**src/uncore_params.svh**
```systemverilog
// Bus width, region base addresses and range masks
// Memory depths in 32-bit words for the two RAMs

`ifndef UNCORE_PARAMS_SVH
`define UNCORE_PARAMS_SVH

////////////////////
// Bus
////////////////////

// AHB data width
`define UNCORE_AHBW 32

////////////////////
// Address map
////////////////////

// A region hits when the address with its range bits cleared equals the base
`define UNCORE_TIMBASE    32'h8000_0000
`define UNCORE_TIMRANGE   32'h0000_0FFF
`define UNCORE_BOOTBASE   32'h0000_1000
`define UNCORE_BOOTRANGE  32'h0000_03FF
`define UNCORE_CLINTBASE  32'h0200_0000
`define UNCORE_CLINTRANGE 32'h0000_FFFF
`define UNCORE_GPIOBASE   32'h1006_0000
`define UNCORE_GPIORANGE  32'h0000_00FF

// Depths in words, 4 KiB TIM and 1 KiB boot memory
`define UNCORE_TIMDEPTH  1024
`define UNCORE_BOOTDEPTH 256

`endif

```
**src/uncorePkg.sv**
```systemverilog
// Shared bus types for the uncore
// Region select, AHB transfer type and transfer size enums

`default_nettype none

package uncorePkg;

  ////////////////////
  // Region select
  ////////////////////

  // Slave addressed by the transfer now in its data phase
  typedef enum logic [2:0] {
    SelNone  = 3'd0,
    SelTim   = 3'd1,
    SelBoot  = 3'd2,
    SelClint = 3'd3,
    SelGpio  = 3'd4
  } regionSelT;

  ////////////////////
  // AHB encodings
  ////////////////////

  // HTRANS values as in the AHB-Lite spec
  typedef enum logic [1:0] {
    TransIdle   = 2'b00,
    TransBusy   = 2'b01,
    TransNonseq = 2'b10,
    TransSeq    = 2'b11
  } htransT;

  // HSIZE values, nothing wider than the 32-bit bus
  typedef enum logic [2:0] {
    SizeByte = 3'b000,
    SizeHalf = 3'b001,
    SizeWord = 3'b010
  } hsizeT;

endpackage

`default_nettype wire

```
**src/gpio.sv**
```systemverilog
// 32-bit GPIO slave with two-flop input synchronizer
// Output-enable and output-value registers with byte-lane writes

`timescale 1ns/100ps
`default_nettype none

module gpio import uncorePkg::*; (
  input  logic        HCLK,
  input  logic        arstN,
  input  logic        sel,
  input  logic        writeD,
  input  logic [13:0] wordAddrD,
  input  logic [3:0]  byteEnD,
  input  logic [31:0] HWDATA,
  input  logic [31:0] GPIOPinsIn,
  output logic [31:0] readData,
  output logic [31:0] GPIOPinsOut,
  output logic [31:0] GPIOPinsEn
);

  // Word offsets, input 0x00, enable 0x08, output 0x0C
  localparam logic [13:0] InWord  = 14'h0000;
  localparam logic [13:0] EnWord  = 14'h0002;
  localparam logic [13:0] OutWord = 14'h0003;

  logic [31:0] syncMeta;
  logic [31:0] syncIn;
  logic        wrEn;

  assign wrEn = sel && writeD;

  ////////////////////
  // Input synchronizer
  ////////////////////

  // Pins are asynchronous to HCLK
  always_ff @(posedge HCLK or negedge arstN) begin
    if (!arstN) begin
      syncMeta <= '0;
      syncIn   <= '0;
    end else begin
      syncMeta <= GPIOPinsIn;
      syncIn   <= syncMeta;
    end
  end

  ////////////////////
  // Control registers
  ////////////////////

  // Pins drive nothing until software enables them
  always_ff @(posedge HCLK or negedge arstN) begin
    if (!arstN) begin
      GPIOPinsEn  <= '0;
      GPIOPinsOut <= '0;
    end else if (wrEn) begin
      for (int lane = 0; lane < 4; lane++) begin
        if (byteEnD[lane] && (wordAddrD == EnWord)) begin
          GPIOPinsEn[8*lane +: 8] <= HWDATA[8*lane +: 8];
        end
        if (byteEnD[lane] && (wordAddrD == OutWord)) begin
          GPIOPinsOut[8*lane +: 8] <= HWDATA[8*lane +: 8];
        end
      end
    end
  end

  // Read back, input register is read-only
  always_comb begin
    case (wordAddrD)
      InWord:  readData = syncIn;
      EnWord:  readData = GPIOPinsEn;
      OutWord: readData = GPIOPinsOut;
      default: readData = '0;
    endcase
  end

endmodule

`default_nettype wire

```
**config.mk**
```make
export PLATFORM = sky130hd
export DESIGN_NAME = gpio
export DESIGN_NICKNAME = d
export VERILOG_FILES = /design/src/uncore_params.svh /design/src/uncorePkg.sv /design/src/gpio.sv
export SDC_FILE = /design/constraint.sdc
export NUM_CORES = 1
export LEC_CHECK = 0
export BUFFER_PORTS_ARGS = -buffer_cell sky130_fd_sc_hd__buf_2
export CORE_MARGIN = 2
export CORE_UTILIZATION = 50
export DETAILED_ROUTE_END_ITERATION = 10
export GPL_TIMING_DRIVEN = 0
export PLACE_DENSITY = 0.9
export SYNTH_ARGS = -nofsm -noshare
export SYNTH_HDL_FRONTEND = slang
export SYNTH_SLANG_ARGS = --single-unit
```
**constraint.sdc**
```tcl
create_clock -name HCLK -period 6.48 [get_ports HCLK]
set_input_delay 0.324 -clock HCLK [delete_from_list [all_inputs] [get_ports HCLK]]
set_output_delay 0.324 -clock HCLK [all_outputs]
set_load 0.01 [all_outputs]
```
Word level (Yosys, flattened, before mapping)
Cells that the tools add are included.
{"block": "op_classes", "reduce_logical": 18, "muxes": 1, "eq_ne": 2}
{"op": "32-bit one-hot mux with 3 select lines", "count": 1}
{"op": "14-bit by 2-bit equality test with 1-bit output (second input constant)", "count": 2}
{"op": "2-bit AND reduction", "count": 8}
{"op": "14-bit logical NOT", "count": 1}
{"op": "1-bit logical AND", "count": 9}
{"block": "totals", "register_bits": 128, "out_inout_bits": 96, "in_bits": 86}

Longest topological paths before layout
{"block": "depth", "word_depth": 3, "depth_mapped": 7, "depth_no_buf": 4}

Least setup slack after synthesis
OpenSTA, ideal clock, no wires.
{"block": "synth_path", "kind": "input port to output port", "from": "input wordAddrD[5]", "to": "output readData[0]", "t_arrival_ns": 2.329, "setup_slack_ns": 3.827, "n_path_buf": 3, "required_ns": 6.156, "cell_stages": 7, "path_cell_list": "or4_1 -> or4_1 -> buf_4 -> buf_6 -> buf_2 -> nor4b_1 -> a221o_1"}
{"block": "synth_via", "elab_chain_len": 2, "elab_cells_between_ends": 4}
{"item": "start: declaration", "line": "gpio.sv:12", "source": "input logic [13:0] wordAddrD,"}
{"item": "14-bit by 2-bit equality test with 1-bit output / 14-bit logical NOT (equally long branches)", "line": "gpio.sv:70", "source": "case (wordAddrD)"}
{"item": "32-bit one-hot mux with 3 select lines (*)", "line": "gpio.sv:70"}
{"item": "end: declaration", "line": "gpio.sv:16", "source": "output logic [31:0] readData,"}
Every way passes the cells marked *; elsewhere a longest branch is shown, timed or not.

Worst setup path after layout
{"block": "layout_path", "from": "input wordAddrD[1]", "to": "output readData[29]"}
Same word-level chain as after synthesis.

==> impl_metrics.json <==
{
  "finClkSkew_ns": 0.006881,
  "die_x_um": 102.5,
  "worst_pin_slew_ns": 0.8633,
  "path_clk_slew_ns": 0.06,
  "final_util_pct": 73.84,
  "path_buf_inv": 4,
  "hp-start": "HWDATA[2]",
  "timing.max_cap.violations": 0,
  "io_buffers": 180,
  "grt_pass1_vias": 3945,
  "slowest_delay_ns": 0.59,
  "num_vias": 3700,
  "synth_area_leaders": "dfrtp_1 66%, mux2_2 13%, a221o_1 6.6%",
  "syn-num-nets": 385,
  "holdPathStages": 2,
  "reg2reg_slack_ns": 5.62,
  "postSynthCellCount": 299,
  "drtAntennaViolNets": 0,
  "cts_root_buf": "clkbuf_8",
  "dieArea_um2": 10510,
  "fin_nets": 618,
  "viasPerCell": 5.490,
  "setup_viol": 0,
  "hold_path_end": "GPIOPinsOut[2]$_DFFE_PN0P_",
  "crit_path_top_delay_cell": "nor4_1",
  "critical_path.most_common_cell": "clkbuf_1",
  "async_flop_share_pct": 100.0,
  "multi_input_area_um2": 1558,
  "crit_family": "buffers and inverters",
  "p_leak_nw": 3.547,
  "timing.setup.tns_ns": 0,
  "cp_data_arrival_time_ns": 2.91,
  "wl_um": 13770,
  "yosys_warnings": 0,
  "postCtsSetupBuffers": 0,
  "worst_slack_ns": 3.246,
  "worstSetupStartpointType": "input port",
  "drive_gt1_share_pct": 52.29,
  "required_ns": 6.16,
  "grt_pass1_wl_um": 20560,
  "reg2reg_to": "GPIOPinsEn[25]$_DFFE_PN0P_",
  "yosysSeqAreaShare_pct": 66.01,
  "slew_viol_final": 0,
  "syn_avg_cell_area_um2": 16.23,
  "drtIter0Drc": 170,
  "place.gp.congestion": 0.8746,
  "placementRows": 35,
  "cts_max_path_buffers": 2,
  "crit_fanout": 10,
  "diodes": 0,
  "hold_class": "in2reg",
  "cp_cell_sequence": "clkbuf_1, inv_1, or3_1, nor4_1, clkbuf_1, a221o_1, buf_2",
  "place_ws_ns": 3.324,
  "post-synth-top-count-cell": "dfrtp_1",
  "period_share_pct": 49.91,
  "min_period_ns": 3.234,
  "track_usage_pct": 26.97,
  "slew_headroom_pct": 42.01,
  "synthTopCellsByCount": "128 x dfrtp_1, 58 x mux2_2, 32 x a221o_1, 32 x nor4b_1, 13 x clkbuf_1",
  "num_io_pins": 182,
  "dr.pass1.iters": 4,
  "synth_edf_count": 0,
  "drcViolationCount": 0,
  "synth-main-ff-cell": "dfrtp_1",
  "ir_drop_mv": 0.1796,
  "rsz0062_at_grt": "no",
  "cts_buffers": 17,
  "cts_tree": "done",
  "die_h_um": 102.5,
  "powerDensity_nw_per_um2": 273.4,
  "wl_per_cell_um": 20.44,
  "seq_area_um2": 3203,
  "status": "finished, final reports clean",
  "start_util_pct": 52.02,
  "synth-seq-cells": 128,
  "core_um2": 9328,
  "synth_cell_type_count": 20,
  "yosys.area.top_type_share_pct": 66.01,
  "synth_top_cell_by_area": "dfrtp_1",
  "cts_max_level": 4,
  "worstRegToRegCells": 1,
  "netlist_area_um2": 4852,
  "numClockSinks": 128,
  "crit_path_end_kind": "output pin",
  "grt_start_max_net_pins": 89,
  "r2r-start": "GPIOPinsEn[25]$_DFFE_PN0P_",
  "area_delta_synth_final_pct": 41.95,
  "grt_antenna_before_repair": 0,
  "fillCellCount": 615,
  "path_class": "in2out",
  "finalHoldViolCount": 0,
  "hpwl_um": 9020,
  "gr-total-overflow": 0,
  "worstSkewPairLatency_ns": 0.51,
  "max_freq_mhz": 309.2
}
## registers in the layout, summed over array words and instances, names as in the netlist
name	cells
syncIn	32
GPIOPinsEn	32
GPIOPinsOut	32
syncMeta	32
## cell families after synthesis
family | count (synthesis) | share of synthesized area, %
buf+inv | 20 | 1.882
mux | 64 | 14.85
compound gates | 32 | 6.601
simple gates | 55 | 10.65
flops | 128 | 66.01
## per-stage QoR
stage	hold WS [ns]	cell area [um2]	total power, mW	cells
after floorplan	0.02841	4852	0.8522	299
after global placement	0.3319	5914	0.8977	608
after detailed placement	0.2526	5948	0.9046	609
after CTS	0.03319	6888	1.890	674
after global routing	0.04016	6888	1.937	674
final	0.04910	6888	1.883	674
## power by group
group	internal (mW)	switching [mW]	leakage (nW)
registers	0.820	0.00514	1.64
logic	0.0385	0.0433	1.62
clock network	0.626	0.350	0.288
total	1.48	0.399	3.55
## cells in the final DEF, fill, tap and decap left out, types with 2 or more instances in the layout
cell type / synthesis / routed
a221o_1: 32 / 32
buf_2: 4 / 183
buf_6: 1 / 2
bufinv_16: 0 / 4
clkbuf_1: 13 / 15
clkbuf_16: 0 / 16
clkinv_2: 0 / 2
clkinv_4: 0 / 3
clkinvlp_4: 0 / 3
dfrtp_1: 128 / 128
dlygate4sd3_1: 0 / 33
mux2_1: 6 / 6
mux2_2: 58 / 58
nand3_1: 4 / 4
nor3_4: 4 / 4
nor4_4: 4 / 4
nor4b_1: 32 / 32
or2_2: 2 / 2
or3_1: 2 / 2
or4_1: 3 / 3
## final cells by class
class	instances	area share [%]
Multi-Input combinational cell	151	22.62
Sequential cell	128	46.50
Tap cell	129	2.343
Timing Repair Buffer	214	18.37
Clock inverter	13	2.725
Clock buffer	19	6.122
Inverter	1	0.05450
Buffer	19	1.272
## per-layer routing
metal  GRT usage, %  up-vias  part of all wire (%)
met2          46.96      179                    53
met5              0        -                     0
met1          31.00     1863                    38
li1               -     1626                     -
met3          7.797       32                   5.8
met4          12.00        0                   2.7
## timing repair
action | 4_1_cts | 5_1_grt
endpoints found under the setup margin | 0 | 0
hold endpoints to repair | 72 | 0
resized for setup | 0 | 0
hold buffers | 33 | 0
## how the worst max path moves through the flow
stage | startpoint | endpoint | slack, ns | cells past startpoint
4_1_cts | wordAddrD[1] | readData[19] | 3.31 | 7
6_report | wordAddrD[1] | readData[29] | 3.25 | 7
3_5_place_dp | wordAddrD[1] | readData[7] | 3.32 | 7
2_1_floorplan | wordAddrD[5] | readData[0] | 3.83 | 7
3_3_place_gp | wordAddrD[5] | readData[27] | 3.33 | 9
5_1_grt | wordAddrD[1] | readData[15] | 3.07 | 7
Note: power is estimated with default switching activity, not from simulation.
