[src/uncore_params.svh]
// Bus width, region base addresses and range masks
// Memory depths in 32-bit words for the two RAMs

`ifndef UNCORE_PARAMS_SVH
`define UNCORE_PARAMS_SVH

////////////////////
// Bus
////////////////////

// AHB data width
`define UNCORE_AHBW 32

////////////////////
// Address map
////////////////////

// A region hits when the address with its range bits cleared equals the base
`define UNCORE_TIMBASE    32'h8000_0000
`define UNCORE_TIMRANGE   32'h0000_0FFF
`define UNCORE_BOOTBASE   32'h0000_1000
`define UNCORE_BOOTRANGE  32'h0000_03FF
`define UNCORE_CLINTBASE  32'h0200_0000
`define UNCORE_CLINTRANGE 32'h0000_FFFF
`define UNCORE_GPIOBASE   32'h1006_0000
`define UNCORE_GPIORANGE  32'h0000_00FF

// Depths in words, 4 KiB TIM and 1 KiB boot memory
`define UNCORE_TIMDEPTH  1024
`define UNCORE_BOOTDEPTH 256

`endif

[src/uncorePkg.sv]
// Shared bus types for the uncore
// Region select, AHB transfer type and transfer size enums

`default_nettype none

package uncorePkg;

  ////////////////////
  // Region select
  ////////////////////

  // Slave addressed by the transfer now in its data phase
  typedef enum logic [2:0] {
    SelNone  = 3'd0,
    SelTim   = 3'd1,
    SelBoot  = 3'd2,
    SelClint = 3'd3,
    SelGpio  = 3'd4
  } regionSelT;

  ////////////////////
  // AHB encodings
  ////////////////////

  // HTRANS values as in the AHB-Lite spec
  typedef enum logic [1:0] {
    TransIdle   = 2'b00,
    TransBusy   = 2'b01,
    TransNonseq = 2'b10,
    TransSeq    = 2'b11
  } htransT;

  // HSIZE values, nothing wider than the 32-bit bus
  typedef enum logic [2:0] {
    SizeByte = 3'b000,
    SizeHalf = 3'b001,
    SizeWord = 3'b010
  } hsizeT;

endpackage

`default_nettype wire

[src/clint.sv]
// Core-local interruptor with 64-bit mtime and mtimecmp
// msip register, timer and software interrupt outputs

`timescale 1ns/100ps
`default_nettype none

module clint import uncorePkg::*; (
  input  logic        HCLK,
  input  logic        arstN,
  input  logic        sel,
  input  logic        writeD,
  input  logic [13:0] wordAddrD,
  input  logic [3:0]  byteEnD,
  input  logic [31:0] HWDATA,
  output logic [31:0] readData,
  output logic        TimerInt,
  output logic        SwInt
);

  // Word offsets of the register map
  localparam logic [13:0] MsipWord    = 14'h0000;
  localparam logic [13:0] CmpLoWord   = 14'h1000;
  localparam logic [13:0] CmpHiWord   = 14'h1001;
  localparam logic [13:0] MtimeLoWord = 14'h2FFE;
  localparam logic [13:0] MtimeHiWord = 14'h2FFF;

  logic [63:0] mtime;
  logic [63:0] mtimecmp;
  logic        msip;
  logic        wrEn;

  assign wrEn = sel && writeD;

  // Replace only the enabled bytes of a register word
  function automatic logic [31:0] mergeLanes(input logic [31:0] oldWord,
                                             input logic [31:0] newWord,
                                             input logic [3:0]  lanes);
    logic [31:0] merged;
    merged = oldWord;
    for (int i = 0; i < 4; i++) begin
      if (lanes[i]) begin
        merged[8*i +: 8] = newWord[8*i +: 8];
      end
    end
    return merged;
  endfunction

  ////////////////////
  // Timer
  ////////////////////

  // Free-running count, a bus write wins over the increment
  always_ff @(posedge HCLK or negedge arstN) begin
    if (!arstN) begin
      mtime <= '0;
    end else if (wrEn && (wordAddrD == MtimeLoWord)) begin
      mtime <= {mtime[63:32], mergeLanes(mtime[31:0], HWDATA, byteEnD)};
    end else if (wrEn && (wordAddrD == MtimeHiWord)) begin
      mtime <= {mergeLanes(mtime[63:32], HWDATA, byteEnD), mtime[31:0]};
    end else begin
      mtime <= mtime + 64'd1;
    end
  end

  // Compare value and software interrupt bit
  // All-ones compare keeps the timer interrupt quiet out of reset
  always_ff @(posedge HCLK or negedge arstN) begin
    if (!arstN) begin
      mtimecmp <= '1;
      msip     <= 1'b0;
    end else if (wrEn) begin
      if (wordAddrD == CmpLoWord) begin
        mtimecmp[31:0] <= mergeLanes(mtimecmp[31:0], HWDATA, byteEnD);
      end
      if (wordAddrD == CmpHiWord) begin
        mtimecmp[63:32] <= mergeLanes(mtimecmp[63:32], HWDATA, byteEnD);
      end
      if ((wordAddrD == MsipWord) && byteEnD[0]) begin
        msip <= HWDATA[0];
      end
    end
  end

  ////////////////////
  // Read and interrupts
  ////////////////////

  always_comb begin
    case (wordAddrD)
      MsipWord:    readData = {31'd0, msip};
      CmpLoWord:   readData = mtimecmp[31:0];
      CmpHiWord:   readData = mtimecmp[63:32];
      MtimeLoWord: readData = mtime[31:0];
      MtimeHiWord: readData = mtime[63:32];
      default:     readData = '0;
    endcase
  end

  // Level interrupts straight from the registers
  assign TimerInt = (mtime >= mtimecmp);
  assign SwInt    = msip;

endmodule

`default_nettype wire

[config.mk]
export PLATFORM = sky130hd
export DESIGN_NAME = clint
export DESIGN_NICKNAME = d
export VERILOG_FILES = /design/src/uncore_params.svh /design/src/uncorePkg.sv /design/src/clint.sv
export SDC_FILE = /design/constraint.sdc
export NUM_CORES = 1
export LEC_CHECK = 0
export BUFFER_PORTS_ARGS = -buffer_cell sky130_fd_sc_hd__buf_2
export CORE_ASPECT_RATIO = 0.75
export CORE_UTILIZATION = 30
export CTS_CLUSTER_SIZE = 8
export DETAILED_ROUTE_END_ITERATION = 12
export PLACE_DENSITY = 0.59
export SYNTH_ARGS = -nofsm -noshare
export SYNTH_HDL_FRONTEND = slang
export SYNTH_SLANG_ARGS = --single-unit
[constraint.sdc]
create_clock -name HCLK -period 1.88 [get_ports HCLK]
set_input_delay 0.094 -clock HCLK [delete_from_list [all_inputs] [get_ports HCLK]]
set_output_delay 0.094 -clock HCLK [all_outputs]
set_load 0.01 [all_outputs]
### Word-level counts from Yosys, hierarchy flattened

Cells that the tools add are included.

* register bits: 129
* bits of input ports: 54
* memories: 0
* RAM bits: 0
* memory bits (read-only): 0
* latch bits: 0

* muxes and demuxes: 7
* multipliers: 0
* equal/unequal tests: 13
* reduce and logical (&&, ||, !) cells: 22
* shifts and indexed selects: 0
* div/mod/pow operators: 0
* order comparisons: 1
* add/sub/neg operators: 1
* bitwise operators: 1

Operators by type and width (count)
* $pmux W32 S5: 1
* $add A64 B1 Y64 const B: 1
* $ge A64 B64 Y1: 1
* $mux W64: 1
* $mux W32: 1
* $mux W8: 4
* $eq A14 B13 Y1 const B: 2
* $eq A14 B14 Y1 const B: 2
* $reduce_and A3 Y1: 8
* $ne A2 B2 Y1 const B: 9
* $reduce_and A2 Y1: 9
* $logic_not A14 Y1: 1
* $logic_and A1 B1 Y1: 4
* $not A1 Y1: 1

### Longest topological paths before layout

* word-level depth: 4
* mapped depth: 9

### Least setup slack after synthesis

No wires, ideal clock.

* path kind: flip-flop to output port
* from: register mtimecmp[51]
* to: output port TimerInt
* path slack: -0.238 ns
* path buffers: 0
* arrival: 2.024 ns
* cell stages (with the launch flop): 9
* required time: 1.786 ns
* cells stage by stage: dfstp_2 -> inv_1 -> ha_1 -> and2_1 -> a221o_1 -> a221o_1 -> nor3_1 -> o21ai_0 -> a211o_1

* cells in the longest elaborated chain, start to end: 1

RTL lines
* start: declaration: line clint.sv:28 `logic [63:0] mtimecmp;`
* start signal: assignment: line clint.sv:76 `mtimecmp[63:32] <= mergeLanes(mtimecmp[63:32], HWDATA, byteEnD);`
* $ge A64 B64 Y1: line clint.sv:100 `assign TimerInt = (mtime >= mtimecmp);`
* end: declaration: line clint.sv:16 `output logic TimerInt,`

No other way between the ends.

### Final worst setup path

* from: register mtimecmp[61]
* to: output port TimerInt

Same word-level chain as after synthesis.

==> results_dict.tcl <==
set metrics [dict create \
    cp_max_fo 2 \
    final_util 0.493 \
    grt_usage 0.245 \
    dieArea_mm2 0.0306 \
    setup_viol_count_final 45 \
    fmaxAchievable_mhz 346 \
    rrSetupSlack_ns -0.37 \
    area_growth_pct 60.5 \
    synth_common_cells "nand2_1, inv_1, nor2_1" \
    post-route-min-period_ns 2.89 \
    hp-class "in2reg" \
    cts_tree "done" \
    clockRootBuffer "clkbuf_16" \
    grtUsageMet2 0.349 \
    synth_xor_area_frac 0.00780 \
    synthAdderAreaFrac 0.0905 \
    final_cells 1844 \
    core_area_mm2 0.0293 \
    clk_pin_slew_ns 0.06 \
    cp-start-kind "flip-flop" \
    drive_gt1_frac 0.486 \
    holdPathStages 3 \
    synthSimpleGateAreaFrac 0.233 \
    syn_area_mm2 0.00898 \
    final.setup.tns_ns -10.08 \
    grt_pass1_wl_mm 57.6 \
    avgSynthCellArea_um2 8.88 \
    totalWireLength_mm 37.7 \
    grt_pass1_vias 9883 \
    grt_max_degree 46 \
    rsz0062_at_grt "true" \
    use_met3 0.0624 \
    worst_skew_pair.late_latency_ns 0.45 \
    synth_top_family_by_area "simple AND/OR/NAND/NOR gates" \
    gp_congestion 0.961 \
    numPortBuffers 87 \
    cts_num_sinks 129 \
    fin_nets 1558 \
    die_y_um 152 \
    finalHoldViolCount 0 \
    post-dp-hpwl_mm 27.6 \
    cp_slowest_cell "dfstp_2" \
    worst_pin_slew_ns 0.545 \
    synth_area_leaders "dfstp_2, dfrtp_1, ha_1" \
    yosysMostFrequentCell "nand2_1" \
    drt_iter0_drc 1217 \
    hold_start "HWDATA[22]" \
    ioPinCount 88 \
    num_antenna_cells 0 \
    synth_top_cell_by_area "dfstp_2" \
    syn_nets 1131 \
    rr_endpoint "mtime[50]" \
    violations "setup timing" \
    slew_violations 0 \
    synth_sequential_area_ratio 0.368 \
    h-tree-depth 4 \
    drtPass1Iterations 7 \
    start_util 0.307 \
    viasPerCell 5.50 \
    relSlewSlack 0.637 \
    powerDensity_mw_per_mm2 515 \
    ant_nets 0 \
    die_w_um 202 \
    status "finished, violations left" \
    dp_worst_setup_slack_ns -0.701 \
    ys_warn_count 0 \
    whs_endpoint "mtimecmp[22]" \
    synth_top_area_frac 0.187 \
    min_period_over_period 1.54 \
    worstSetupEndpointType "output port" \
    p_leak_nw 6.48 \
    drv_cap 0 \
    dominantRegCellSynth "dfrtp_1" \
    timing.rr.start "mtime[18]" \
    peakVddDrop_uv 562 \
    path_cells "inv_1 > ha_4 > buf_4 > nand4_1 > nor3_2 > nand4_1 > nor3_2 > o311a_1 > a211o_1 > buf_2" \
    place_inst 1738 \
    antenna_found_initial 0 \
    slowest_delay_ns 0.53 \
    synth-edff-count 0 \
    via_count 10100 \
    synth.distinct_cells 70 \
    setup_ws_ns -1.01 \
    worstPathRequired_ns 1.79 \
    synth-compound-area-share 0.165 \
    clock_path_buffers 2 \
    grtUsageMet1 0.367 \
    synthArstFlopShare 1.00 \
    yosys_register_bits 129 \
    rows 54 \
    top_usage_layer "met1" \
    muxShareOfSynthArea 0.0841 \
    worstSetupPathType "reg2out" \
    drc 0 \
    clock_skew_ns 0.0160 \
    routedWlPerCell_um 20.5 \
    netlist_instances 1012 \
    r2r_cells 10 \
    cp_data_arrival_time_ns 2.80 \
    numCtsBuffers 17 \
    grt-ovfl-total 0 \
]
[where the power goes]
group	internal, mW	switching, mW	total, mW
sequential	2.84	0.0656	2.91
clock	2.38	1.33	3.70
combinational	0.364	0.443	0.807
[cell usage in the layout (no fill, tap or decap), types with 6 or more instances in the layout]
master / synthesis / routed
a211oi_1: 15 / 11
a21o_1: 11 / 11
a21oi_1: 56 / 46
a21oi_2: 0 / 10
a222oi_1: 31 / 31
a311oi_1: 9 / 8
and3_1: 13 / 11
buf_12: 0 / 13
buf_2: 10 / 85
buf_4: 1 / 270
buf_6: 2 / 43
clkbuf_16: 0 / 17
dfrtp_1: 65 / 60
dfstp_2: 64 / 64
dlygate4sd3_1: 0 / 32
ha_1: 65 / 59
ha_4: 0 / 6
inv_1: 76 / 73
mux2_2: 60 / 60
mux2i_1: 8 / 7
nand2_1: 156 / 149
nand3_1: 50 / 40
nand3_2: 2 / 9
nand4_1: 33 / 33
nor2_1: 68 / 58
nor2_4: 1 / 6
nor3_1: 35 / 17
nor3_2: 1 / 12
nor3_4: 0 / 7
nor4_1: 18 / 8
nor4_4: 2 / 12
o211ai_1: 11 / 11
o21ai_0: 29 / 13
o21ai_1: 1 / 11
o21ai_2: 0 / 6
[routing by layer]
layer | part of all wire | wire, um
met3 | 0.11 | 4080
met5 | 0 | 0
met1 | 0.45 | 17100
met4 | 0.017 | 660
met2 | 0.42 | 15900
[logic make-up after synthesis]
logic type | count (synthesis)
adder cells (fa/ha/maj) | 65
AO/OA/AOI/OAI | 210
flip-flops | 129
buffers and inverters | 115
XOR/XNOR | 8
AND/OR/NAND/NOR | 417
multiplexers | 68
[flip-flops by register name, indices dropped and copies added (netlist names)]
name	cells
SwInt	1
mtimecmp	64
mtime	64
[repair_timing]
action                                  4_1_cts  5_1_grt
cloned                                        2        0
buffers inserted                             30       27
hold buffers                                 32        0
resized for setup                           116      110
endpoints found under the setup margin       78       80
endpoints found under the hold margin       128        0
pin swaps                                    59       79
[metrics by stage]
step	instance area (um^2)	hold slack (ns)	power, mW
2_1_floorplan	9060	-0.202	3.20
3_3_place_gp	12100	0.0603	3.65
3_5_place_dp	12100	0.0657	3.67
4_1_cts	13800	0.0285	7.45
5_1_grt	14400	0.0344	7.65
6_report	14400	0.0432	7.42
[worst max-delay path: cells and delay by family (launching register included)]
kind / cells / cell delay [ns]
AO/OA/AOI/OAI: 2 / 0.33
adder cells (fa/ha/maj): 1 / 0.27
buffers and inverters: 3 / 0.29
flip-flops: 1 / 0.53
AND/OR/NAND/NOR: 4 / 0.93
[how the worst max path moves through the flow]
stage | slack [ns] | start | endpoint
finish | -1.01 | mtimecmp[61] | TimerInt
global route | -1.09 | mtimecmp[49] | TimerInt
CTS | -1.12 | mtimecmp[49] | TimerInt
detailed placement | -0.70 | mtimecmp[51] | TimerInt
global placement | -0.62 | mtimecmp[51] | TimerInt
floorplan | -0.24 | mtimecmp[51] | TimerInt
[final cells by class]
class / instances / area, um^2
Fill cell: 2721 / 14800
Multi-Input combinational cell: 768 / 6100
Timing Repair Buffer: 447 / 3590
Sequential cell: 129 / 3310
Tap cell: 392 / 490
Clock buffer: 21 / 450
Inverter: 76 / 285
Clock inverter: 11 / 185
Power figures use the tool's default switching activity.
