$ cat src/uncore_params.svh
// Bus width, region base addresses and range masks
// Memory depths in 32-bit words for the two RAMs

`ifndef UNCORE_PARAMS_SVH
`define UNCORE_PARAMS_SVH

////////////////////
// Bus
////////////////////

// AHB data width
`define UNCORE_AHBW 32

////////////////////
// Address map
////////////////////

// A region hits when the address with its range bits cleared equals the base
`define UNCORE_TIMBASE    32'h8000_0000
`define UNCORE_TIMRANGE   32'h0000_0FFF
`define UNCORE_BOOTBASE   32'h0000_1000
`define UNCORE_BOOTRANGE  32'h0000_03FF
`define UNCORE_CLINTBASE  32'h0200_0000
`define UNCORE_CLINTRANGE 32'h0000_FFFF
`define UNCORE_GPIOBASE   32'h1006_0000
`define UNCORE_GPIORANGE  32'h0000_00FF

// Depths in words, 4 KiB TIM and 1 KiB boot memory
`define UNCORE_TIMDEPTH  1024
`define UNCORE_BOOTDEPTH 256

`endif

$ cat src/uncorePkg.sv
// Shared bus types for the uncore
// Region select, AHB transfer type and transfer size enums

`default_nettype none

package uncorePkg;

  ////////////////////
  // Region select
  ////////////////////

  // Slave addressed by the transfer now in its data phase
  typedef enum logic [2:0] {
    SelNone  = 3'd0,
    SelTim   = 3'd1,
    SelBoot  = 3'd2,
    SelClint = 3'd3,
    SelGpio  = 3'd4
  } regionSelT;

  ////////////////////
  // AHB encodings
  ////////////////////

  // HTRANS values as in the AHB-Lite spec
  typedef enum logic [1:0] {
    TransIdle   = 2'b00,
    TransBusy   = 2'b01,
    TransNonseq = 2'b10,
    TransSeq    = 2'b11
  } htransT;

  // HSIZE values, nothing wider than the 32-bit bus
  typedef enum logic [2:0] {
    SizeByte = 3'b000,
    SizeHalf = 3'b001,
    SizeWord = 3'b010
  } hsizeT;

endpackage

`default_nettype wire

$ cat src/ahbDecoder.sv
// AHB-Lite address decoder for the four uncore regions
// Address-phase to data-phase register and byte-lane generation

`timescale 1ns/100ps
`default_nettype none

`include "uncore_params.svh"

module ahbDecoder import uncorePkg::*; (
  input  logic        HCLK,
  input  logic        arstN,
  // Address phase
  input  logic [31:0] HADDR,
  input  htransT      HTRANS,
  input  hsizeT       HSIZE,
  input  logic        HWRITE,
  // Data phase view
  output regionSelT   selD,
  output logic        faultD,
  output logic        writeD,
  output logic [13:0] wordAddrD,
  output logic [3:0]  byteEnD
);

  regionSelT   hitSel;
  logic        active;
  logic [3:0]  byteEnA;

  ////////////////////
  // Address decode
  ////////////////////

  // Only NONSEQ and SEQ carry a transfer
  assign active = (HTRANS == TransNonseq) || (HTRANS == TransSeq);

  // Regions do not overlap, so order does not matter
  always_comb begin
    hitSel = SelNone;
    if ((HADDR & ~`UNCORE_TIMRANGE) == `UNCORE_TIMBASE) begin
      hitSel = SelTim;
    end else if ((HADDR & ~`UNCORE_BOOTRANGE) == `UNCORE_BOOTBASE) begin
      hitSel = SelBoot;
    end else if ((HADDR & ~`UNCORE_CLINTRANGE) == `UNCORE_CLINTBASE) begin
      hitSel = SelClint;
    end else if ((HADDR & ~`UNCORE_GPIORANGE) == `UNCORE_GPIOBASE) begin
      hitSel = SelGpio;
    end
  end

  // Byte lanes from size and low address bits
  always_comb begin
    case (HSIZE)
      SizeByte: byteEnA = 4'b0001 << HADDR[1:0];
      SizeHalf: byteEnA = HADDR[1] ? 4'b1100 : 4'b0011;
      default:  byteEnA = 4'b1111;
    endcase
  end

  ////////////////////
  // Data phase register
  ////////////////////

  // Control half, idle slots become SelNone with no fault
  always_ff @(posedge HCLK or negedge arstN) begin
    if (!arstN) begin
      selD   <= SelNone;
      faultD <= 1'b0;
      writeD <= 1'b0;
    end else begin
      selD   <= active ? hitSel : SelNone;
      faultD <= active && (hitSel == SelNone);
      writeD <= active && HWRITE;
    end
  end

  // Address and lanes only matter under a valid select
  always_ff @(posedge HCLK) begin
    wordAddrD <= HADDR[15:2];
    byteEnD   <= byteEnA;
  end

endmodule

`default_nettype wire

$ cat config.mk
export PLATFORM = sky130hd
export DESIGN_NAME = ahbDecoder
export DESIGN_NICKNAME = d
export VERILOG_FILES = /design/src/uncorePkg.sv /design/src/ahbDecoder.sv
export VERILOG_INCLUDE_DIRS = /design/src /design/src/src
export SDC_FILE = /design/constraint.sdc
export NUM_CORES = 1
export LEC_CHECK = 0
export BUFFER_PORTS_ARGS = -buffer_cell sky130_fd_sc_hd__buf_2
export CAP_MARGIN = 20
export CORE_AREA = 2 2 52 54
export CTS_CLUSTER_SIZE = 12
export DETAILED_ROUTE_END_ITERATION = 10
export DIE_AREA = 0 0 54 56
export PLACE_DENSITY = 0.68
export SYNTH_ARGS = -nofsm -noshare
export SYNTH_HDL_FRONTEND = slang
export SYNTH_SLANG_ARGS = --single-unit
$ cat constraint.sdc
create_clock -name HCLK -period 0.8 [get_ports HCLK]
set_input_delay 0.04 -clock HCLK [delete_from_list [all_inputs] [get_ports HCLK]]
set_output_delay 0.04 -clock HCLK [all_outputs]
set_load 0.05 [all_outputs]
=== After elaboration in Yosys (flattened, before gate mapping) ===
Index checks and enable logic that the tools add are counted.

* Register bits after elaboration: 23
* Output and inout bits: 23
* Logic and storage cells: 25

* Equality and inequality tests: 7
* Shift-type cells: 1
* Multiplexer cells: 7
* Reduce and logical (&&, ||, !) cells: 5

{| class="wikitable"
|+ Operators by type and width
! cell !! number
|-
| == test 24 x 21 -> 1 bit, second input constant || 1
|-
| == test 22 x 3 -> 1 bit, second input constant || 1
|-
| == test 20 bit, second input constant || 1
|-
| == test 16 x 10 -> 1 bit, second input constant || 1
|-
| 2-to-1 mux 3 bit || 5
|-
| case mux 4 bit (2 select lines) || 1
|-
| zero test 3 bit || 2
|-
| == test 2 bit, second input constant || 2
|-
| 2-to-1 mux 4 bit || 1
|-
| << shifter 1 x 2 -> 4 bit, first input constant || 1
|-
| == test 3 x 1 -> 1 bit, second input constant || 1
|-
| logical AND 1 bit || 2
|-
| logical OR 1 bit || 1
|}

=== Depth between registers and ports, before layout ===
Gate-level depths: netlist (run 1).

* Depth in word-level cells: 7
* Gate-level depth with buffers: 4
* Depth with buffers taken out: 4

=== Least setup slack after synthesis (run 1) ===
Ideal clock, no wire load.

* Kind: input to register
* Start: input HADDR[16]
* End: register faultD
* Library setup time: 0.142 ns
* Arrival: 1.250 ns
* Slack: -0.592 ns
* Stages: 4
* Cell sequence: or4_4 -> or4b_4 -> nor3_2 -> a211oi_1

* Word-level cells in the longest chain between the ends: 7

{| class="wikitable"
|+ RTL lines
! what !! line !! source
|-
| start, declared || ahbDecoder.sv:13 || <nowiki>input logic [31:0] HADDR,</nowiki>
|-
| == test 24 x 21 -> 1 bit (no line) || - ||
|-
| 2-to-1 mux 3 bit || ahbDecoder.sv:45 || <nowiki>end else if ((HADDR & ~`UNCORE_GPIORANGE) == `UNCORE_GPIOBASE) begin</nowiki>
|-
| 2-to-1 mux 3 bit || ahbDecoder.sv:43 || <nowiki>end else if ((HADDR & ~`UNCORE_CLINTRANGE) == `UNCORE_CLINTBASE) begin</nowiki>
|-
| 2-to-1 mux 3 bit || ahbDecoder.sv:41 || <nowiki>end else if ((HADDR & ~`UNCORE_BOOTRANGE) == `UNCORE_BOOTBASE) begin</nowiki>
|-
| 2-to-1 mux 3 bit (*) || ahbDecoder.sv:39 || <nowiki>if ((HADDR & ~`UNCORE_TIMRANGE) == `UNCORE_TIMBASE) begin</nowiki>
|-
| zero test 3 bit (*) || ahbDecoder.sv:71 || <nowiki>faultD <= active && (hitSel == SelNone);</nowiki>
|-
| logical AND 1 bit (*) || ahbDecoder.sv:71 ||
|-
| end signal, assigned || ahbDecoder.sv:71 ||
|-
| end, declared || ahbDecoder.sv:19 || <nowiki>output logic faultD,</nowiki>
|}

Every way passes the cells marked *; elsewhere a longest branch is shown, timed or not.

=== Final worst setup path (run 1) ===
Same ends and word-level chain as after synthesis.

==> reports/metrics.cfg, run 1 <==
[sta]
fin_ws_ns=-0.367
relSlewSlack_pct=83.0
max_freq_mhz=857
rsz0062_at_grt=yes
slew_violations=0
fin_crit_sh_pct=146
hold-worst-slack_ns=0.0142
setup_viol=27
tightest_slew_ns=0.252
min_period_ns=1.17
finalSetupTns_ns=-2.42
hold_viol_final=0

[routing]
firstDrtPassIters=4
drt_iter0_drc=5
drcViolationCount=0
vias=824
postRouteAntennaNets=0
wl_per_cell_um=13.4
drt-total-wl_um=2470
vias_per_cell=4.45

[logic_synthesis]
synthCells=59
yosys_warnings=0
synthDistinctLibCells=21
synthTopCellsByArea=dfxtp_1, dfrtp_1, nor2_1
synth_area_leader_cell=dfxtp_1
synth_edf_count=0
netlist_area_um2=698
ys_dominant_reg_cell=dfxtp_1
syn_nets=99
avgSynthCellArea_um2=11.8
synthArstFlopShare_pct=21.7
yosys.area.top_type_share_pct=51.6
ys_seq_area_share_pct=69.5
ys_seq_elements=23

[floorplan]
floorplan.initialDensity_pct=28.7
fp-row-count=18
die_h_um=56
dieWidth_um=54
core_region_area_um2=2430
top_level_ports=63
die-area_um2=3020

[clocking]
cts-root-buf=clkbuf_4
clk_pin_slew_ns=0.13
cts.sink_count=23
htree_levels=1
cts_buffer_depth=2
cts_buffers=3
tritoncts=done

[finish]
postLayoutCellArea_um2=1600
final_cell_mix=buf_2, dlygate4sd3_1, dfxtp_2
diodes=0
seq_area_um2=508
multi_input_area_um2=228
n_fill_cell=199
nets=196
final_core_util_pct=65.6
layout_commonest_cell=buf_2
drive_above_1_share_pct=65.2
syn_to_final_growth_pct=128
final_cells=185

[outcome]
outcome=complete, but fails checks
violations=negative setup slack

[placed_design]
dpl_cell_area_um2=1110
io_buffer_count=61
dp_cells=159
dp_hpwl_um=1510
gp_congestion=0.705

[worst_hold_path]
hold_class=in -> reg
min-delay-start=HADDR[0]

[pwr]
vdd_drop_max_uv=1540
power.density_nw_per_um2=1490
power_leakage_nw=0.734

[setup_path]
critPathMaxFanout=2
worstSetupPathType=in -> reg
crit_start=HADDR[16]
start_kind=primary input
critical_path_required_ns=1.00
cp.arrival_ns=1.36
endpoint_kind=flop

[global_route]
grt_pass1_wl_um=3870
first_global_vias=915
grt_usage_pct=17.9
grt_max_degree=14
antenna_found_initial=0
gr-total-overflow=0

[flow_run]
maxCapViolCount=0

[area by class of cell]
cell class / instances / area share [%]
flip-flops and latches: 23 / 31.8
clock inverters: 1 / 0.314
multi-input cells: 34 / 14.3
inverters: 2 / 0.471
well taps: 30 / 2.35
clock buffers: 3 / 1.41
repair buffers: 92 / 49.3
[metal layers]
metal	vias up	wire length [µm]	global-route usage [%]
li1	401	-	-
met1	377	683	14.0
met2	36	1530	35.4
met3	10	156	5.38
met4	0	105	10.0
met5	-	0	0
[synth_stat cells, types with 2 or more instances]
| cell | instances |
|---|---|
| dfrtp_1 | 5 |
| dfxtp_1 | 18 |
| inv_1 | 2 |
| nand2_1 | 3 |
| nand3_1 | 2 |
| nor2_1 | 7 |
| nor2b_1 | 2 |
| nor3_1 | 2 |
| nor4_1 | 3 |
| o21ai_0 | 4 |
[where the power goes]
group	internal [W]	leakage, nW	switching (W)
sequential	0.00121	0.216	0.0000312
combinational	0.000299	0.499	0.000306
clock	0.000187	0.0177	0.000346
[worst max-delay path, stage by stage]
cell,delay [ns]
buf_6,0.09
or4_4,0.54
or4b_4,0.51
nor3_2,0.12
a211oi_1,0.07
[registers in the layout, indices dropped and copies added (netlist names)]
register,count
byteEnD,4
writeD,1
selD,3
wordAddrD,14
faultD,1
[cells by family (layout without fill, tap and decap cells)]
group | after synthesis | in the layout | synth area share, %
buf+inv | 2 | 98 | 1.08
simple gates | 26 | 26 | 22.2
compound gates | 8 | 8 | 7.17
flops | 23 | 23 | 69.5
[stage by stage]
| step | total power (W) | worst slack, ns |
|---|---|---|
| final | 0.00238 | -0.367 |
| after global routing | 0.00248 | -0.368 |
| after CTS | 0.00235 | -0.348 |
| after detailed placement | 0.00166 | -0.700 |
| after global placement | 0.00165 | -0.681 |
| after floorplan | 0.00146 | -0.559 |
[path summary, 6_finish.rpt]
check,endpoint,cells after the start
worst max-delay path,faultD,5
worst min-delay path,byteEnD[1],3
max in group asynchronous,selD[2],2
min in group asynchronous,selD[1],2
[what timing repair did]
item	CTS	global route
pin swaps	4	3
cloned	0	0
resized for setup	74	9
setup endpoints to repair	27	31
setup buffers	3	0
endpoints found under the hold margin	27	0
hold buffers	20	0
Power figures use the tool's default switching activity.
==> inputs of run 2 (changes only) <==
ABC_AREA = 1   (was not set)
CORE_AREA = 2 2 54 56   (was 2 2 52 54)
DIE_AREA = 0 0 56 58   (was 0 0 54 56)
PLACE_DENSITY = 0.66   (was 0.68)
RECOVER_POWER = 50   (was not set)
REMOVE_ABC_BUFFERS = 1   (was not set)
==> run 2 against run 1 <==
- the run still ends with negative setup slack left
- first-iteration DRC count grew 60%
- count of clock-buffer cells in the layout increased by 1
- sequential share of layout area rose by 1.2 points
- power decreased by 2.0%
- critical endpoint is now selD[0]
- hold slack gained 0.015 ns
- die area is 7.4% higher
- design area is 3.6% lower
- wire length fell by 25%
- synthesized cell count grew 42%
- combinational power fell by 4.1%
==> reports/metrics.cfg, run 2 <==
[outcome]
outcome=complete, but fails checks
violations=negative setup slack

[sta]
hold-worst-slack_ns=0.0288  ; +0.0146 ns
slew_violations=0  ; unchanged
finalSetupTns_ns=-0.880  ; +1.54 ns
hold_viol_final=0  ; unchanged
min_period_ns=0.886  ; -0.282 ns
tightest_slew_ns=0.247  ; -0.00493 ns
rsz0062_at_grt=yes
fin_ws_ns=-0.0856  ; +0.282 ns
relSlewSlack_pct=83.5  ; +0.48 points
max_freq_mhz=1130  ; +32%
setup_viol=23  ; -15%
fin_crit_sh_pct=111  ; -35 points

[placed_design]
dp_worst_setup_slack_ns=-0.0935  ; +0.606 ns
gp_congestion=0.665  ; -5.7%
dp_hpwl_um=1380  ; -8.5%
io_buffer_count=61  ; unchanged

[floorplan]
floorplan.initialDensity_pct=28.4  ; -0.27 points
dieWidth_um=56  ; +3.7%
top_level_ports=63  ; unchanged
fp-row-count=19  ; +1
core_region_area_um2=2660  ; +9.5%
die-area_um2=3250  ; +7.4%
die_h_um=58  ; +3.6%

[clocking]
htree_levels=1  ; unchanged
cts-root-buf=clkbuf_4
cts.sink_count=23  ; unchanged
cts_buffers=3  ; unchanged
clk_pin_slew_ns=0.12  ; about the same
tritoncts=done
cts_buffer_depth=2  ; unchanged

[finish]
n_fill_cell=240  ; +21%
diodes=0  ; unchanged
largestRegisters=wordAddrD (14), byteEnD (4), selD (3)
final_cell_mix=buf_2, nor2_1, dlygate4sd3_1
seq_area_um2=508  ; unchanged
nets=210  ; +7.1%
drive_above_1_share_pct=50.3  ; -15 points
final_core_util_pct=57.8  ; -7.8 points
regMostFlops=wordAddrD
largest_register_ff_count=14  ; unchanged
multi_input_area_um2=240  ; +5.5%
syn_to_final_growth_pct=103
layout_commonest_cell=buf_2

[routing]
wl_per_cell_um=9.32  ; -30%
vias_per_cell=4.14  ; -7.2%
drt-total-wl_um=1860  ; -25%
drt_iter0_drc=8  ; +3
firstDrtPassIters=4  ; unchanged
vias=827  ; +0.36%
postRouteAntennaNets=0  ; unchanged
drcViolationCount=0  ; unchanged

[setup_path]
start_kind=flop
crit_path_top_delay_cell=dfrtp_1
critPathMaxFanout=1  ; -1
critPathTopFamily=flip-flops
path_buf_inv=1  ; unchanged
critical_path_required_ns=0.76  ; -0.24 ns
worstSetupPathType=reg -> out
critPathMaxStageDelay_ns=0.39  ; -0.15 ns
endpoint_kind=output port
path_cells=buf_6
cp.arrival_ns=0.85  ; -0.51 ns

[global_route]
grt_pass1_wl_um=3090  ; -20%
gr-total-overflow=0  ; unchanged
antenna_found_initial=0  ; unchanged
grt_max_degree=13  ; -1
grt_usage_pct=12.4  ; -5.5 points
first_global_vias=809  ; -12%

[logic_synthesis]
synthDistinctLibCells=14  ; -33%
synthArstFlopShare_pct=21.7  ; unchanged
avgSynthCellArea_um2=9.01  ; -24%
synth_edf_count=0  ; unchanged
synthTopCellsByArea=dfxtp_1, dfrtp_1, nor2_1
synthCells=84  ; +42%
yosys_warnings=0  ; unchanged
ys_dominant_reg_cell=dfxtp_1
netlist_area_um2=757  ; +8.4%
yosys.area.top_type_share_pct=47.6  ; -4.0 points
ys_seq_elements=23  ; unchanged
yosys-top-cells-count=nor2_1, dfxtp_1, nand2_1
ys_seq_area_share_pct=64.1  ; -5.4 points
synth_area_leader_cell=dfxtp_1
synth.most_common_cell=nor2_1

[pwr]
p_comb_share_pct=24.9  ; -0.5 points
power.density_nw_per_um2=1520  ; +1.6%
p_int_w=0.00168  ; -0.75%
p_seq_share_pct=53.2  ; +1.0 points
power.share.switching_pct=27.8  ; -0.94 points
p_sw_w=0.000647  ; -5.3%
vdd_drop_max_uv=932  ; -39%
power_leakage_nw=0.743  ; +1.3%
clockPowerShare_pct=21.9  ; -0.5 points

[worst_hold_path]
hold_class=in -> reg

[flow_run]
maxCapViolCount=0  ; unchanged

run 2: what timing repair did:
| item | 4_1_cts | 5_1_grt |
|---|---|---|
| hold buffers | 19 | 1 |
| gates cloned | 0 | 0 |
| resized for setup | 72 | 5 |
| setup buffers | 0 | 0 |
| endpoints found under the hold margin | 27 | 4 |
| endpoints found under the setup margin | 23 | 26 |
| pin swaps | 0 | 0 |
run 2: through the flow:
step	std cells	cell area, µm²	power, W
after CTS	199	1510	0.00234
final	200	1540	0.00233
after floorplan	84	757	0.00149
after detailed placement	176	1100	0.00166
after global placement	176	1100	0.00165
after global routing	200	1540	0.00245
run 2: kinds of logic (layout without fill, tap and decap cells):
logic type	Yosys count	in the layout	synth area share [%]
AO/OA/AOI/OAI	6	6	3.97
buffers and inverters	9	94	4.46
flip-flops	23	23	64.1
AND/OR/NAND/NOR	46	46	27.4
run 2: final cells by class:
class / count / share of cell area, %
Clock buffer: 4 / 1.71
Inverter: 9 / 2.20
Timing Repair Buffer: 81 / 44.9
Multi-Input combinational cell: 52 / 15.6
Sequential cell: 23 / 33.0
Tap cell: 31 / 2.52
run 2: final timing paths:
kind / startpoint / end / slack [ns] / depth (start not counted)
setup / recovery: selD[0] / selD[0] / -0.09 / 1
hold / removal: HADDR[0] / byteEnD[3] / 0.03 / 3
max in group asynchronous: arstN / selD[1] / 0.49 / 2
min in group asynchronous: arstN / selD[0] / 0.11 / 2
run 2: metal layers:
metal,routed length [µm],global-route usage [%],vias to the layer above
met1,637,12.3,355
met2,1060,24.2,38
met5,0,0,-
li1,-,-,430
met3,130,2.01,4
met4,34,7.14,0
run 2: power groups by stage:
| stage | sequential [W] | combinational [W] | clock [W] |
|---|---|---|---|
| 4_1_cts | 0.00124 | 0.000571 | 0.000533 |
| 3_5_place_dp | 0.00124 | 0.000421 | 0 |
| 5_1_grt | 0.00125 | 0.000619 | 0.000588 |
| 2_1_floorplan | 0.00143 | 0.0000592 | 0 |
| 3_3_place_gp | 0.00124 | 0.000415 | 0 |
| 6_report | 0.00124 | 0.000581 | 0.000510 |
==> inputs of run 3 (changes only) <==
clock period = 1 ns   (was 0.8 ns; I/O delays follow)
==> run 3 against run 2 <==
- highest routed layer unchanged
- first-iteration DRC count decreased by 63%
- clock power decreased by 22%
- the flow now finishes without violations
- critical path type unchanged
- design area decreased by 14%
- combinational power decreased by 33%
==> reports/metrics.cfg, run 3 (synthesis results as in run 2) <==
[global_route]
gr-total-overflow=0  ; unchanged
first_global_vias=770  ; -4.8%
grt_usage_pct=11.4  ; -0.92 points
grt_max_degree=13  ; unchanged
grt_pass1_wl_um=2900  ; -6.0%
antenna_found_initial=0  ; unchanged

[setup_path]
crit_path_top_delay_cell=dfrtp_1
endpoint_kind=output port
critical_path_required_ns=0.95  ; +0.19 ns
path_buf_inv=1  ; unchanged
critPathMaxFanout=1  ; unchanged
worstSetupPathType=reg -> out
critPathMaxStageDelay_ns=0.34  ; -0.05 ns
critPathTopFamily=flip-flops
crit_start=selD[1]
cp.arrival_ns=0.89  ; +0.04 ns
worst-path-stages=1  ; unchanged
start_kind=flop
path_cells=buf_2

[finish]
nets=208  ; -0.95%
drive_above_1_share_pct=37.1  ; -13 points
final_cell_mix=buf_2, nor2_1, dlygate4sd3_1
largestRegisters=wordAddrD (14), byteEnD (4), selD (3)
largest_register_ff_count=14  ; unchanged
syn_to_final_growth_pct=74.5
regMostFlops=wordAddrD
layout_commonest_cell=buf_2
diodes=0  ; unchanged

[routing]
drt-total-wl_um=1710  ; -8.0%
vias_per_cell=4.08  ; -1.4%
postRouteAntennaNets=0  ; unchanged
vias=807  ; -2.4%
drt_iter0_drc=3  ; -5
drcViolationCount=0  ; unchanged
wl_per_cell_um=8.66  ; -7.1%
firstDrtPassIters=2  ; -2

[pwr]
totalPowerFinal_w=0.00176  ; -25%
power_leakage_nw=0.662  ; -11%
vdd_drop_max_uv=912  ; -2.2%
power.density_nw_per_um2=1330  ; -12%

[floorplan]
dieWidth_um=56  ; unchanged
top_level_ports=63  ; unchanged
die-area_um2=3250  ; unchanged
core_region_area_um2=2660  ; unchanged
floorplan.initialDensity_pct=28.4  ; unchanged
fp-row-count=19  ; unchanged
die_h_um=58  ; unchanged

[sta]
tightest_slew_ns=0.261  ; +0.0138 ns
finalSetupTns_ns=0  ; +0.880 ns
hold-worst-slack_ns=0.0450  ; +0.0162 ns
max_freq_mhz=1060
hold_viol_final=0  ; unchanged
relSlewSlack_pct=82.7  ; -0.80 points
min_period_ns=0.941
fin_crit_sh_pct=94.1
setup_viol=0  ; -100%
rsz0062_at_grt=no
slew_violations=0  ; unchanged

[clocking]
cts.sink_count=23  ; unchanged
cts_buffers=3  ; unchanged
htree_levels=1  ; unchanged
clk_pin_slew_ns=0.11  ; about the same
cts-root-buf=clkbuf_4
cts_buffer_depth=2  ; unchanged
tritoncts=done

[worst_hold_path]
min-delay-start=HADDR[0]
hold_class=in -> reg
holdPathStages=3  ; unchanged

[placed_design]
io_buffer_count=61  ; unchanged
dp_hpwl_um=1370  ; -1.2%
gp_congestion=0.670  ; +0.80%

[outcome]
outcome=completed

[flow_run]
maxCapViolCount=0  ; unchanged

[run 3: final timing paths]
path	slack, ns	to
hold / removal	0.04	byteEnD[3]
setup / recovery	0.06	selD[1]
max in group asynchronous	0.69	selD[0]
min in group asynchronous	0.12	selD[2]
[run 3: final cells by class]
| cell class | count | area, µm² |
|---|---|---|
| fill | 281 | 1340 |
| tap | 31 | 38.8 |
| multi-input combinational | 52 | 245 |
| sequential | 23 | 485 |
| inverter | 9 | 33.8 |
| clock buffer | 4 | 26.3 |
| timing repair buffer | 79 | 492 |
[run 3: power breakdown]
part,internal [W],switching (W)
clock,0.000155,0.000243
sequential,0.000961,0.00000781
combinational,0.000149,0.000242
total,0.00126,0.000493
[run 3: through the flow]
stage	util, %	std cells	setup WS [ns]	instance area [µm²]
2_1_floorplan	-	84	0.260	757
3_3_place_gp	41.4	176	0.118	1100
3_5_place_dp	41.4	176	0.102	1100
4_1_cts	49.9	200	0.0224	1330
5_1_grt	49.6	198	0.000111	1320
6_report	49.6	198	0.0591	1320
[run 3: routing by layer]
layer  routed length, µm  up-vias  global-route usage [%]
li1                    -      424                       -
met1                 648      345                    12.2
met2                 902       36                    21.3
met3                 147        2                    2.23
met4                  15        0                    6.12
met5                   0        -                       0
[run 3: repair_timing]
action                                  CTS  global route
gates resized for setup                   0             4
setup buffers                             0             0
hold endpoints to repair                 25             0
hold buffers                             20             0
endpoints found under the setup margin    0             8
